[src/fma_pkg.sv]
// multiply-add pipe shared widths, latencies, operation codes and result payloads
`default_nettype none

package fma_pkg;

  // operand and result width
  localparam int data_width_lp = 32;

  // full signed product of two operands
  localparam int prod_width_lp = 64;

  // cycles from acceptance to the core's multiply-add result
  localparam int fma_latency_lp = 3;

  // cycles from acceptance to the core's integer product
  localparam int imul_latency_lp = 2;

  // entries per result queue, which is also the starting credit count
  localparam int queue_depth_lp = 4;

  localparam int ptr_width_lp = $clog2(queue_depth_lp);

  // wide enough to hold every count from zero to a full queue
  localparam int credit_width_lp = $clog2(queue_depth_lp + 1);

  typedef enum logic [2:0] {
    e_op_madd  = 3'd0,
    e_op_msub  = 3'd1,
    e_op_nmsub = 3'd2,
    e_op_nmadd = 3'd3,
    e_op_add   = 3'd4,
    e_op_sub   = 3'd5,
    e_op_mul   = 3'd6,
    e_op_imul  = 3'd7
  } fma_op_e;

  // sign controls of the core
  //   pp :   (a x b) + c
  //   pm :   (a x b) - c
  //   mp : - (a x b) + c
  //   mm : - (a x b) - c
  typedef enum logic [1:0] {
    e_ctl_pp = 2'b00,
    e_ctl_pm = 2'b01,
    e_ctl_mp = 2'b10,
    e_ctl_mm = 2'b11
  } muladd_ctl_e;

  // the overflow bit stands in for the exception flags
  typedef struct packed {
    logic [data_width_lp-1:0] data;
    logic                     ovf;
  } fma_result_t;

  typedef struct packed {
    logic [data_width_lp-1:0] data;
  } imul_result_t;

endpackage

`default_nettype wire
[src/fma_pipe.sv]
// multiply-add execution pipe top with dispatch, shared core and two result queues
`default_nettype none

module fma_pipe
  (input wire                                clk_i
   , input wire                              arst_n_i

   , input wire                              in_valid_i
   , output logic                            in_ready_o
   , input wire fma_pkg::fma_op_e            op_i
   , input wire                              imul_high_i
   , input wire [fma_pkg::data_width_lp-1:0] a_i
   , input wire [fma_pkg::data_width_lp-1:0] b_i
   , input wire [fma_pkg::data_width_lp-1:0] c_i

   , output logic                            fma_valid_o
   , input wire                              fma_ready_i
   , output logic [fma_pkg::data_width_lp-1:0] fma_data_o
   , output logic                            fma_ovf_o

   , output logic                            imul_valid_o
   , input wire                              imul_ready_i
   , output logic [fma_pkg::data_width_lp-1:0] imul_data_o
   );

  import fma_pkg::*;

  logic                     issue_fma;
  logic                     issue_imul;
  muladd_ctl_e              ctl;
  logic                     imul_high;
  logic [data_width_lp-1:0] mul_a;
  logic [data_width_lp-1:0] mul_b;
  logic [data_width_lp-1:0] add_c;
  logic                     fma_v;
  fma_result_t              fma_res;
  logic                     imul_v;
  imul_result_t             imul_res;
  logic                     fma_pop;
  logic                     imul_pop;
  fma_result_t              fma_head;
  imul_result_t             imul_head;

  fma_dispatch dispatch
    (.clk_i(clk_i)
     ,.arst_n_i(arst_n_i)
     ,.in_valid_i(in_valid_i)
     ,.op_i(op_i)
     ,.imul_high_i(imul_high_i)
     ,.a_i(a_i)
     ,.b_i(b_i)
     ,.c_i(c_i)
     ,.in_ready_o(in_ready_o)
     ,.fma_pop_i(fma_pop)
     ,.imul_pop_i(imul_pop)
     ,.issue_fma_o(issue_fma)
     ,.issue_imul_o(issue_imul)
     ,.ctl_o(ctl)
     ,.imul_high_o(imul_high)
     ,.mul_a_o(mul_a)
     ,.mul_b_o(mul_b)
     ,.add_c_o(add_c)
     );

  fma_muladd_core core
    (.clk_i(clk_i)
     ,.arst_n_i(arst_n_i)
     ,.issue_fma_i(issue_fma)
     ,.issue_imul_i(issue_imul)
     ,.ctl_i(ctl)
     ,.imul_high_i(imul_high)
     ,.mul_a_i(mul_a)
     ,.mul_b_i(mul_b)
     ,.add_c_i(add_c)
     ,.fma_v_o(fma_v)
     ,.fma_res_o(fma_res)
     ,.imul_v_o(imul_v)
     ,.imul_res_o(imul_res)
     );

  fma_result_queue #(.payload_t(fma_result_t)) fma_queue
    (.clk_i(clk_i)
     ,.arst_n_i(arst_n_i)
     ,.push_i(fma_v)
     ,.push_data_i(fma_res)
     ,.valid_o(fma_valid_o)
     ,.ready_i(fma_ready_i)
     ,.data_o(fma_head)
     ,.pop_o(fma_pop)
     );

  fma_result_queue #(.payload_t(imul_result_t)) imul_queue
    (.clk_i(clk_i)
     ,.arst_n_i(arst_n_i)
     ,.push_i(imul_v)
     ,.push_data_i(imul_res)
     ,.valid_o(imul_valid_o)
     ,.ready_i(imul_ready_i)
     ,.data_o(imul_head)
     ,.pop_o(imul_pop)
     );

  assign fma_data_o  = fma_head.data;
  assign fma_ovf_o   = fma_head.ovf;
  assign imul_data_o = imul_head.data;

endmodule

`default_nettype wire

[src/fma_result_queue.sv]
// result FIFO with a typed payload, valid/ready output and a pop pulse back to dispatch
`default_nettype none

module fma_result_queue
  #(parameter type payload_t = logic [fma_pkg::data_width_lp-1:0])
  (input wire           clk_i
   , input wire         arst_n_i

   , input wire         push_i
   , input wire payload_t push_data_i

   , output logic       valid_o
   , input wire         ready_i
   , output payload_t   data_o

   , output logic       pop_o
   );

  import fma_pkg::*;

  payload_t                   mem_r [queue_depth_lp];
  logic [ptr_width_lp-1:0]    rd_ptr_r;
  logic [ptr_width_lp-1:0]    wr_ptr_r;
  logic [credit_width_lp-1:0] count_r;
  logic                       full;
  logic                       pop;

  function automatic logic [ptr_width_lp-1:0] next_ptr(input logic [ptr_width_lp-1:0] ptr);
    if (ptr == ptr_width_lp'(queue_depth_lp - 1))
      return '0;
    return ptr + ptr_width_lp'(1);
  endfunction

  assign valid_o = (count_r != '0);
  assign full    = (count_r == credit_width_lp'(queue_depth_lp));
  assign pop     = valid_o && ready_i;
  assign pop_o   = pop;
  assign data_o  = mem_r[rd_ptr_r];

  always_ff @(posedge clk_i)
  begin
    if (push_i)
      mem_r[wr_ptr_r] <= push_data_i;
  end

  always_ff @(posedge clk_i or negedge arst_n_i)
  begin
    if (!arst_n_i)
    begin
      rd_ptr_r <= '0;
      wr_ptr_r <= '0;
      count_r  <= '0;
    end
    else
    begin
      if (push_i)
        wr_ptr_r <= next_ptr(wr_ptr_r);
      if (pop)
        rd_ptr_r <= next_ptr(rd_ptr_r);
      case ({push_i, pop})
        2'b10:   count_r <= count_r + credit_width_lp'(1);
        2'b01:   count_r <= count_r - credit_width_lp'(1);
        default: count_r <= count_r;
      endcase
    end
  end

  // dispatch holds a credit for every entry, so the core can never overfill us
  no_overflow_a: assert property (@(posedge clk_i) disable iff (!arst_n_i)
    push_i |-> !full);

endmodule

`default_nettype wire

[src/fma_muladd_core.sv]
// pipelined signed multiply-add core with an early integer product tap
`default_nettype none

module fma_muladd_core
  (input wire                                clk_i
   , input wire                              arst_n_i

   , input wire                              issue_fma_i
   , input wire                              issue_imul_i
   , input wire fma_pkg::muladd_ctl_e        ctl_i
   , input wire                              imul_high_i
   , input wire [fma_pkg::data_width_lp-1:0] mul_a_i
   , input wire [fma_pkg::data_width_lp-1:0] mul_b_i
   , input wire [fma_pkg::data_width_lp-1:0] add_c_i

   , output logic                            fma_v_o
   , output fma_pkg::fma_result_t            fma_res_o
   , output logic                            imul_v_o
   , output fma_pkg::imul_result_t           imul_res_o
   );

  import fma_pkg::*;

  logic [fma_latency_lp-1:0]  fma_v_r;
  logic [imul_latency_lp-1:0] imul_v_r;

  // stage one holds the raw product and the controls
  logic signed [prod_width_lp-1:0] prod_s1_r;
  logic signed [data_width_lp-1:0] addend_s1_r;
  muladd_ctl_e                     ctl_s1_r;
  logic                            imul_high_s1_r;

  // stage two holds the signed terms and the integer result
  logic                            neg_prod_s1;
  logic                            neg_addend_s1;
  logic signed [data_width_lp:0]   addend_ext_s1;
  logic signed [prod_width_lp-1:0] prod_term_s2_r;
  logic signed [data_width_lp:0]   addend_term_s2_r;
  imul_result_t                    imul_res_r;

  // stage three holds the wrapped sum and its overflow
  logic signed [prod_width_lp-1:0]         sum_s2;
  logic [prod_width_lp-data_width_lp:0]    sum_upper_s2;
  logic                                    ovf_s2;
  fma_result_t                             fma_res_r;

  // the data stages never stall, so the valid bits just shift along
  always_ff @(posedge clk_i or negedge arst_n_i)
  begin
    if (!arst_n_i)
    begin
      fma_v_r  <= '0;
      imul_v_r <= '0;
    end
    else
    begin
      fma_v_r  <= {fma_v_r[fma_latency_lp-2:0], issue_fma_i};
      imul_v_r <= {imul_v_r[imul_latency_lp-2:0], issue_imul_i};
    end
  end

  assign fma_v_o  = fma_v_r[fma_latency_lp-1];
  assign imul_v_o = imul_v_r[imul_latency_lp-1];

  always_ff @(posedge clk_i)
  begin
    prod_s1_r      <= $signed(mul_a_i) * $signed(mul_b_i);
    addend_s1_r    <= $signed(add_c_i);
    ctl_s1_r       <= ctl_i;
    imul_high_s1_r <= imul_high_i;
  end

  assign neg_prod_s1   = (ctl_s1_r == e_ctl_mp) || (ctl_s1_r == e_ctl_mm);
  assign neg_addend_s1 = (ctl_s1_r == e_ctl_pm) || (ctl_s1_r == e_ctl_mm);

  // one extra bit so that negating the most negative addend stays exact
  assign addend_ext_s1 = addend_s1_r;

  always_ff @(posedge clk_i)
  begin
    prod_term_s2_r   <= neg_prod_s1 ? -prod_s1_r : prod_s1_r;
    addend_term_s2_r <= neg_addend_s1 ? -addend_ext_s1 : addend_ext_s1;
    imul_res_r.data  <= imul_high_s1_r ? prod_s1_r[prod_width_lp-1:data_width_lp]
                                       : prod_s1_r[data_width_lp-1:0];
  end

  assign sum_s2 = prod_term_s2_r + addend_term_s2_r;

  // the sum fits in 32 bits only if every bit above bit 30 matches the sign
  assign sum_upper_s2 = sum_s2[prod_width_lp-1:data_width_lp-1];
  assign ovf_s2 = !((&sum_upper_s2) || (~|sum_upper_s2));

  always_ff @(posedge clk_i)
  begin
    fma_res_r.data <= sum_s2[data_width_lp-1:0];
    fma_res_r.ovf  <= ovf_s2;
  end

  assign fma_res_o  = fma_res_r;
  assign imul_res_o = imul_res_r;

  // dispatch sends at most one operation per cycle
  single_issue_a: assert property (@(posedge clk_i) disable iff (!arst_n_i)
    !(issue_fma_i && issue_imul_i));

endmodule

`default_nettype wire

[src/fma_dispatch.sv]
// dispatch stage that maps operations onto the shared core and tracks queue credits
`default_nettype none

module fma_dispatch
  (input wire                                clk_i
   , input wire                              arst_n_i

   , input wire                              in_valid_i
   , input wire fma_pkg::fma_op_e            op_i
   , input wire                              imul_high_i
   , input wire [fma_pkg::data_width_lp-1:0] a_i
   , input wire [fma_pkg::data_width_lp-1:0] b_i
   , input wire [fma_pkg::data_width_lp-1:0] c_i
   , output logic                            in_ready_o

   , input wire                              fma_pop_i
   , input wire                              imul_pop_i

   , output logic                            issue_fma_o
   , output logic                            issue_imul_o
   , output fma_pkg::muladd_ctl_e            ctl_o
   , output logic                            imul_high_o
   , output logic [fma_pkg::data_width_lp-1:0] mul_a_o
   , output logic [fma_pkg::data_width_lp-1:0] mul_b_o
   , output logic [fma_pkg::data_width_lp-1:0] add_c_o
   );

  import fma_pkg::*;

  logic                       is_imul;
  logic                       accept;
  logic [credit_width_lp-1:0] fma_credit_r;
  logic [credit_width_lp-1:0] fma_credit_n;
  logic [credit_width_lp-1:0] imul_credit_r;
  logic [credit_width_lp-1:0] imul_credit_n;

  assign is_imul = (op_i == e_op_imul);

  // an operation may only go when its own result queue has room reserved
  assign in_ready_o = is_imul ? (imul_credit_r != '0) : (fma_credit_r != '0);
  assign accept = in_valid_i && in_ready_o;

  assign issue_fma_o  = accept && !is_imul;
  assign issue_imul_o = accept && is_imul;
  assign imul_high_o  = imul_high_i;

  // add and sub multiply by one with b as the addend, mul adds zero
  always_comb
  begin
    ctl_o   = e_ctl_pp;
    mul_a_o = a_i;
    mul_b_o = b_i;
    add_c_o = c_i;
    case (op_i)
      e_op_msub:  ctl_o = e_ctl_pm;
      e_op_nmsub: ctl_o = e_ctl_mp;
      e_op_nmadd: ctl_o = e_ctl_mm;
      e_op_add:
      begin
        mul_b_o = data_width_lp'(1);
        add_c_o = b_i;
      end
      e_op_sub:
      begin
        ctl_o   = e_ctl_pm;
        mul_b_o = data_width_lp'(1);
        add_c_o = b_i;
      end
      e_op_mul, e_op_imul: add_c_o = '0;
      default: ctl_o = e_ctl_pp;
    endcase
  end

  // a credit leaves on issue and comes back when the queue pops
  always_comb
  begin
    fma_credit_n = fma_credit_r;
    if (issue_fma_o && !fma_pop_i)
      fma_credit_n = fma_credit_r - credit_width_lp'(1);
    else if (!issue_fma_o && fma_pop_i)
      fma_credit_n = fma_credit_r + credit_width_lp'(1);

    imul_credit_n = imul_credit_r;
    if (issue_imul_o && !imul_pop_i)
      imul_credit_n = imul_credit_r - credit_width_lp'(1);
    else if (!issue_imul_o && imul_pop_i)
      imul_credit_n = imul_credit_r + credit_width_lp'(1);
  end

  always_ff @(posedge clk_i or negedge arst_n_i)
  begin
    if (!arst_n_i)
    begin
      fma_credit_r  <= credit_width_lp'(queue_depth_lp);
      imul_credit_r <= credit_width_lp'(queue_depth_lp);
    end
    else
    begin
      fma_credit_r  <= fma_credit_n;
      imul_credit_r <= imul_credit_n;
    end
  end

  // pops must never outnumber issues on either queue
  credit_bound_a: assert property (@(posedge clk_i) disable iff (!arst_n_i)
    (fma_credit_r <= credit_width_lp'(queue_depth_lp))
    && (imul_credit_r <= credit_width_lp'(queue_depth_lp)));

endmodule

`default_nettype wire

[config.mk]
export PLATFORM = sky130hd
export DESIGN_NAME = fma_pipe
export DESIGN_NICKNAME = d
export VERILOG_FILES = /design/src/fma_pkg.sv /design/src/fma_pipe.sv /design/src/fma_result_queue.sv /design/src/fma_muladd_core.sv /design/src/fma_dispatch.sv
export SDC_FILE = /design/constraint.sdc
export NUM_CORES = 2
export LEC_CHECK = 0
export ABC_CLOCK_PERIOD_IN_PS = 5180
export BUFFER_PORTS_ARGS = -buffer_cell sky130_fd_sc_hd__buf_2
export CAP_MARGIN = 20
export CORE_MARGIN = 2
export CORE_UTILIZATION = 65
export DETAILED_ROUTE_END_ITERATION = 16
export PLACE_DENSITY = 0.83
export SYNTH_ARGS = -nofsm -noshare
export SYNTH_HDL_FRONTEND = slang
export SYNTH_SLANG_ARGS = --single-unit
[constraint.sdc]
create_clock -name clk_i -period 5.18 [get_ports clk_i]
set_clock_uncertainty 0.2 [all_clocks]
set_input_delay 0.777 -clock clk_i [delete_from_list [all_inputs] [get_ports clk_i]]
set_output_delay 0.777 -clock clk_i [all_outputs]
set_load 0.05 [all_outputs]
==> impl_metrics.env <==
export IMPL_synth_top_area_cell="sky130_fd_sc_hd__fa_1"
export IMPL_first_global_vias=47560
export IMPL_whs_ps=-4.169
export IMPL_setup_slack_ps=-3257
export IMPL_synth_adder_area_share_pct=42.38
export IMPL_synth_distinct_cells=82
export IMPL_regToRegSetupSlack_ps=520
export IMPL_totalWireLength_um=171600
export IMPL_cts_root_buffer="sky130_fd_sc_hd__clkbuf_16"
export IMPL_cell_area_after_synthesis_um2=59110
export IMPL_clkSinkCount=546
export IMPL_grt_max_degree=65
export IMPL_fin_cells=7360
export IMPL_maximum_root_to_sink_buffer_count=3
export IMPL_die_y_um=305.6
export IMPL_worst_path_max_fanout=22
export IMPL_synth_simple_area_share_pct=13.32
export IMPL_syn_nets=7140
export IMPL_synth_compound_gate_area_share_pct=5.763
export IMPL_drtPass1Iterations=7
export IMPL_tritoncts="yes"
export IMPL_relSlewSlack_pct=20.84
export IMPL_cts_hold_buffers_added=0
export IMPL_stdcell_area_um2=67610
export IMPL_setup_viol_count_final=56
export IMPL_nets=7605
export IMPL_grt_remaining_overflow=0
export IMPL_die_area_um2=93370
export IMPL_drc_marker_count_from_the_first_detailed_route_iteration=4239
export IMPL_synth_area_top_cells="sky130_fd_sc_hd__fa_1 37%, sky130_fd_sc_hd__edfxtp_1 13%, sky130_fd_sc_hd__dfxtp_1 8.8%"
export IMPL_muxShareOfSynthArea_pct=3.192
export IMPL_fin_tns_setup_ps=-133920
export IMPL_layout_area_overhead_vs_synth_pct=14.37
export IMPL_share_of_synthesized_registers_carrying_an_async_set_or_reset_pct=4.579
export IMPL_detailed_place_hpwl_um=136900
export IMPL_grt_pass1_wl_um=263000
export IMPL_placement_cell_area_um2=64770
export IMPL_final_min_period_over_clock_period_pct=162.9
export IMPL_critical_path_startpoint_type="primary input"
export IMPL_criticalPathCategory="in -> reg"
export IMPL_ys_top_cells_by_count="1,087 x sky130_fd_sc_hd__fa_1, 1,068 x sky130_fd_sc_hd__inv_1, 601 x sky130_fd_sc_hd__nand2_1"
export IMPL_antenna_left=0
export IMPL_boundaryPins=173
export IMPL_final_max_slew_violation_count=0
export IMPL_synthCells=5685
export IMPL_r2r_worst_path_cells=13
export IMPL_grt_total_usage_pct=36.65
export IMPL_ys_seq_area_share_pct=23.11
export IMPL_routabilityCongestion=1.016
export IMPL_holdCritPathClass="in -> async"
export IMPL_antenna_cells_inserted=0
export IMPL_cts_made_buffers=43
export IMPL_synth_enable_flop_cells=260
export IMPL_min_period_ps=8437
export IMPL_wl_per_cell_um=23.31
export IMPL_core_region_area_um2=90010
export IMPL_hold_viol=3
export IMPL_worstSkewPairLatency_ps=580
export IMPL_status="finished with violations"
export IMPL_htreeDepth=2
export IMPL_yosysWarningCount=0
export IMPL_grt_antenna_before_repair=6
export IMPL_placedCellCount=7235
export IMPL_average_size_of_a_mapped_cell_um2=10.40
export IMPL_r2r_end="core.fma_res_o[0]"
export IMPL_port_buffer_count=172
export IMPL_synthMostInstantiatedCell="sky130_fd_sc_hd__fa_1"
export IMPL_routed_via_count=44530
export IMPL_drive_above_1_share_pct=18.53
export IMPL_chipWidth_um=305.6
export IMPL_yosysTopAreaCellShare_pct=36.81
export IMPL_synth_top_family_by_area="adder cells"
export IMPL_max_cap_viol_count=0
export IMPL_floorplan_initialDensity_pct=65.67
export IMPL_detail_route_vias_per_cell=6.051
export IMPL_required_ps=5440
export IMPL_synthFlopType="sky130_fd_sc_hd__dfxtp_1"
export IMPL_clkTransAtPathRegs_ps=70
export IMPL_arrival_ps=8700
export IMPL_r2r_start="core.prod_term_s2_r[20]"
export IMPL_ys_ff_latch=546
export IMPL_placementRows=110
export IMPL_unrepaired_setup_endpoints_after_global_routing="true"
export IMPL_post_synth_xor_area_fraction_pct=3.363
export IMPL_failed_checks="hold timing, setup timing"
export IMPL_detail_route_drc_violations=0
export IMPL_fmaxAchievable_mhz=118.5
export IMPL_tightest_slew_ps=1177
export IMPL_crit_path_end_kind="flip-flop"
-- cell families after synthesis --
group           count (synthesis)
xor+xnor                      227
simple gates                 1537
mux                           103
compound gates                527
fa+ha+maj                    1350
buf+inv                      1395
flops                         546
-- repair_timing --
item,in CTS,in global routing
pin swaps,16,87
gates resized for setup,44,148
cloned,2,8
setup buffers,3,32
endpoints found under the hold margin,0,0
setup endpoints to repair,56,56
-- state kept, by name (all words and copies together) (netlist names), 32 cells and up --
name	cells
core.addend_s1_r	32
core.addend_term_s2_r	33
core.fma_res_o	33
core.prod_s1_r	64
fma_queue.mem_r	132
core.imul_res_o	32
imul_queue.mem_r	128
core.prod_term_s2_r	64
-- worst max-delay path by stage --
stage / from / end / depth (start not counted)
after CTS: op_i[1] / core.prod_s1_r[55] / 28
after detailed placement: op_i[1] / core.prod_s1_r[63] / 30
final: op_i[1] / core.prod_s1_r[55] / 28
after global routing: op_i[1] / core.prod_s1_r[55] / 30
after global placement: op_i[1] / core.prod_s1_r[63] / 29
after floorplan: op_i[1] / core.prod_s1_r[63] / 29
-- metal layers --
metal | GRT usage [%] | wire length, µm | share of wire (%) | vias up
met2 | 60.32 | 80680 | 47 | 2716
met1 | 45.49 | 60030 | 35 | 22100
met5 | 0 | 66 | 0.038 | -
met3 | 7.293 | 18220 | 11 | 735
li1 | - | - | - | 18970
met4 | 21.01 | 12560 | 7.3 | 10
-- worst max-delay path, stage by stage --
cell	delay (ps)
sky130_fd_sc_hd__buf_8	110
sky130_fd_sc_hd__nand2b_4	240
sky130_fd_sc_hd__clkbuf_16	220
sky130_fd_sc_hd__clkbuf_16	180
sky130_fd_sc_hd__and3_1	210
sky130_fd_sc_hd__fa_1	560
sky130_fd_sc_hd__inv_1	70
sky130_fd_sc_hd__fa_1	400
sky130_fd_sc_hd__inv_1	110
sky130_fd_sc_hd__fa_1	410
sky130_fd_sc_hd__fa_1	500
sky130_fd_sc_hd__fa_1	630
sky130_fd_sc_hd__fa_1	470
sky130_fd_sc_hd__fa_1	510
sky130_fd_sc_hd__fa_1	580
sky130_fd_sc_hd__ha_4	240
sky130_fd_sc_hd__a21o_1	170
sky130_fd_sc_hd__a31o_1	190
sky130_fd_sc_hd__a221o_1	360
sky130_fd_sc_hd__a221o_1	360
sky130_fd_sc_hd__and2_4	150
sky130_fd_sc_hd__a41oi_4	220
sky130_fd_sc_hd__o41ai_4	110
sky130_fd_sc_hd__a31o_2	220
sky130_fd_sc_hd__a22oi_2	260
sky130_fd_sc_hd__o21ai_1	140
sky130_fd_sc_hd__buf_4	150
sky130_fd_sc_hd__xnor2_1	120
-- area by class of cell --
cell class	instances	area [µm²]
clock buffer	53	1207
clock inverter	26	332.8
fill	5707	22400
inverter	1069	4016
multi-input combinational	3745	41090
sequential	546	13670
tap	1176	1471
timing repair buffer	745	5829
-- metrics by stage --
stage / utilization [%] / setup slack [ps]
after global routing: 75.11 / -3385
after floorplan: - / -3283
after CTS: 73.99 / -3085
after global placement: 71.96 / -3680
after detailed placement: 71.96 / -3778
final: 75.11 / -3257
-- cells in the final DEF, fill, tap and decap left out, types with 26 or more instances in the layout --
cell                        count
sky130_fd_sc_hd__o21ai_0      118
sky130_fd_sc_hd__a21oi_1       97
sky130_fd_sc_hd__and3_1       482
sky130_fd_sc_hd__clkbuf_16     53
sky130_fd_sc_hd__buf_4        511
sky130_fd_sc_hd__nand3_1       43
sky130_fd_sc_hd__fa_2          39
sky130_fd_sc_hd__o31ai_1       33
sky130_fd_sc_hd__nand2_1      587
sky130_fd_sc_hd__xnor2_1      172
sky130_fd_sc_hd__dfxtp_1      260
sky130_fd_sc_hd__mux4_2        65
sky130_fd_sc_hd__nor2_1       105
sky130_fd_sc_hd__edfxtp_1     260
sky130_fd_sc_hd__xor2_1        50
sky130_fd_sc_hd__nand4_1       35
sky130_fd_sc_hd__nand3b_1      33
sky130_fd_sc_hd__nor2b_1       42
sky130_fd_sc_hd__fa_1        1048
sky130_fd_sc_hd__buf_2        170
sky130_fd_sc_hd__and2_1        29
sky130_fd_sc_hd__ha_1         238
sky130_fd_sc_hd__buf_12        26
sky130_fd_sc_hd__mux2_2        34
sky130_fd_sc_hd__a21o_1        66
sky130_fd_sc_hd__nor3_1        28
sky130_fd_sc_hd__inv_1       1054
Power is not shown: default switching activity piles up to over one toggle a cycle in this logic, so the estimate is an artifact.
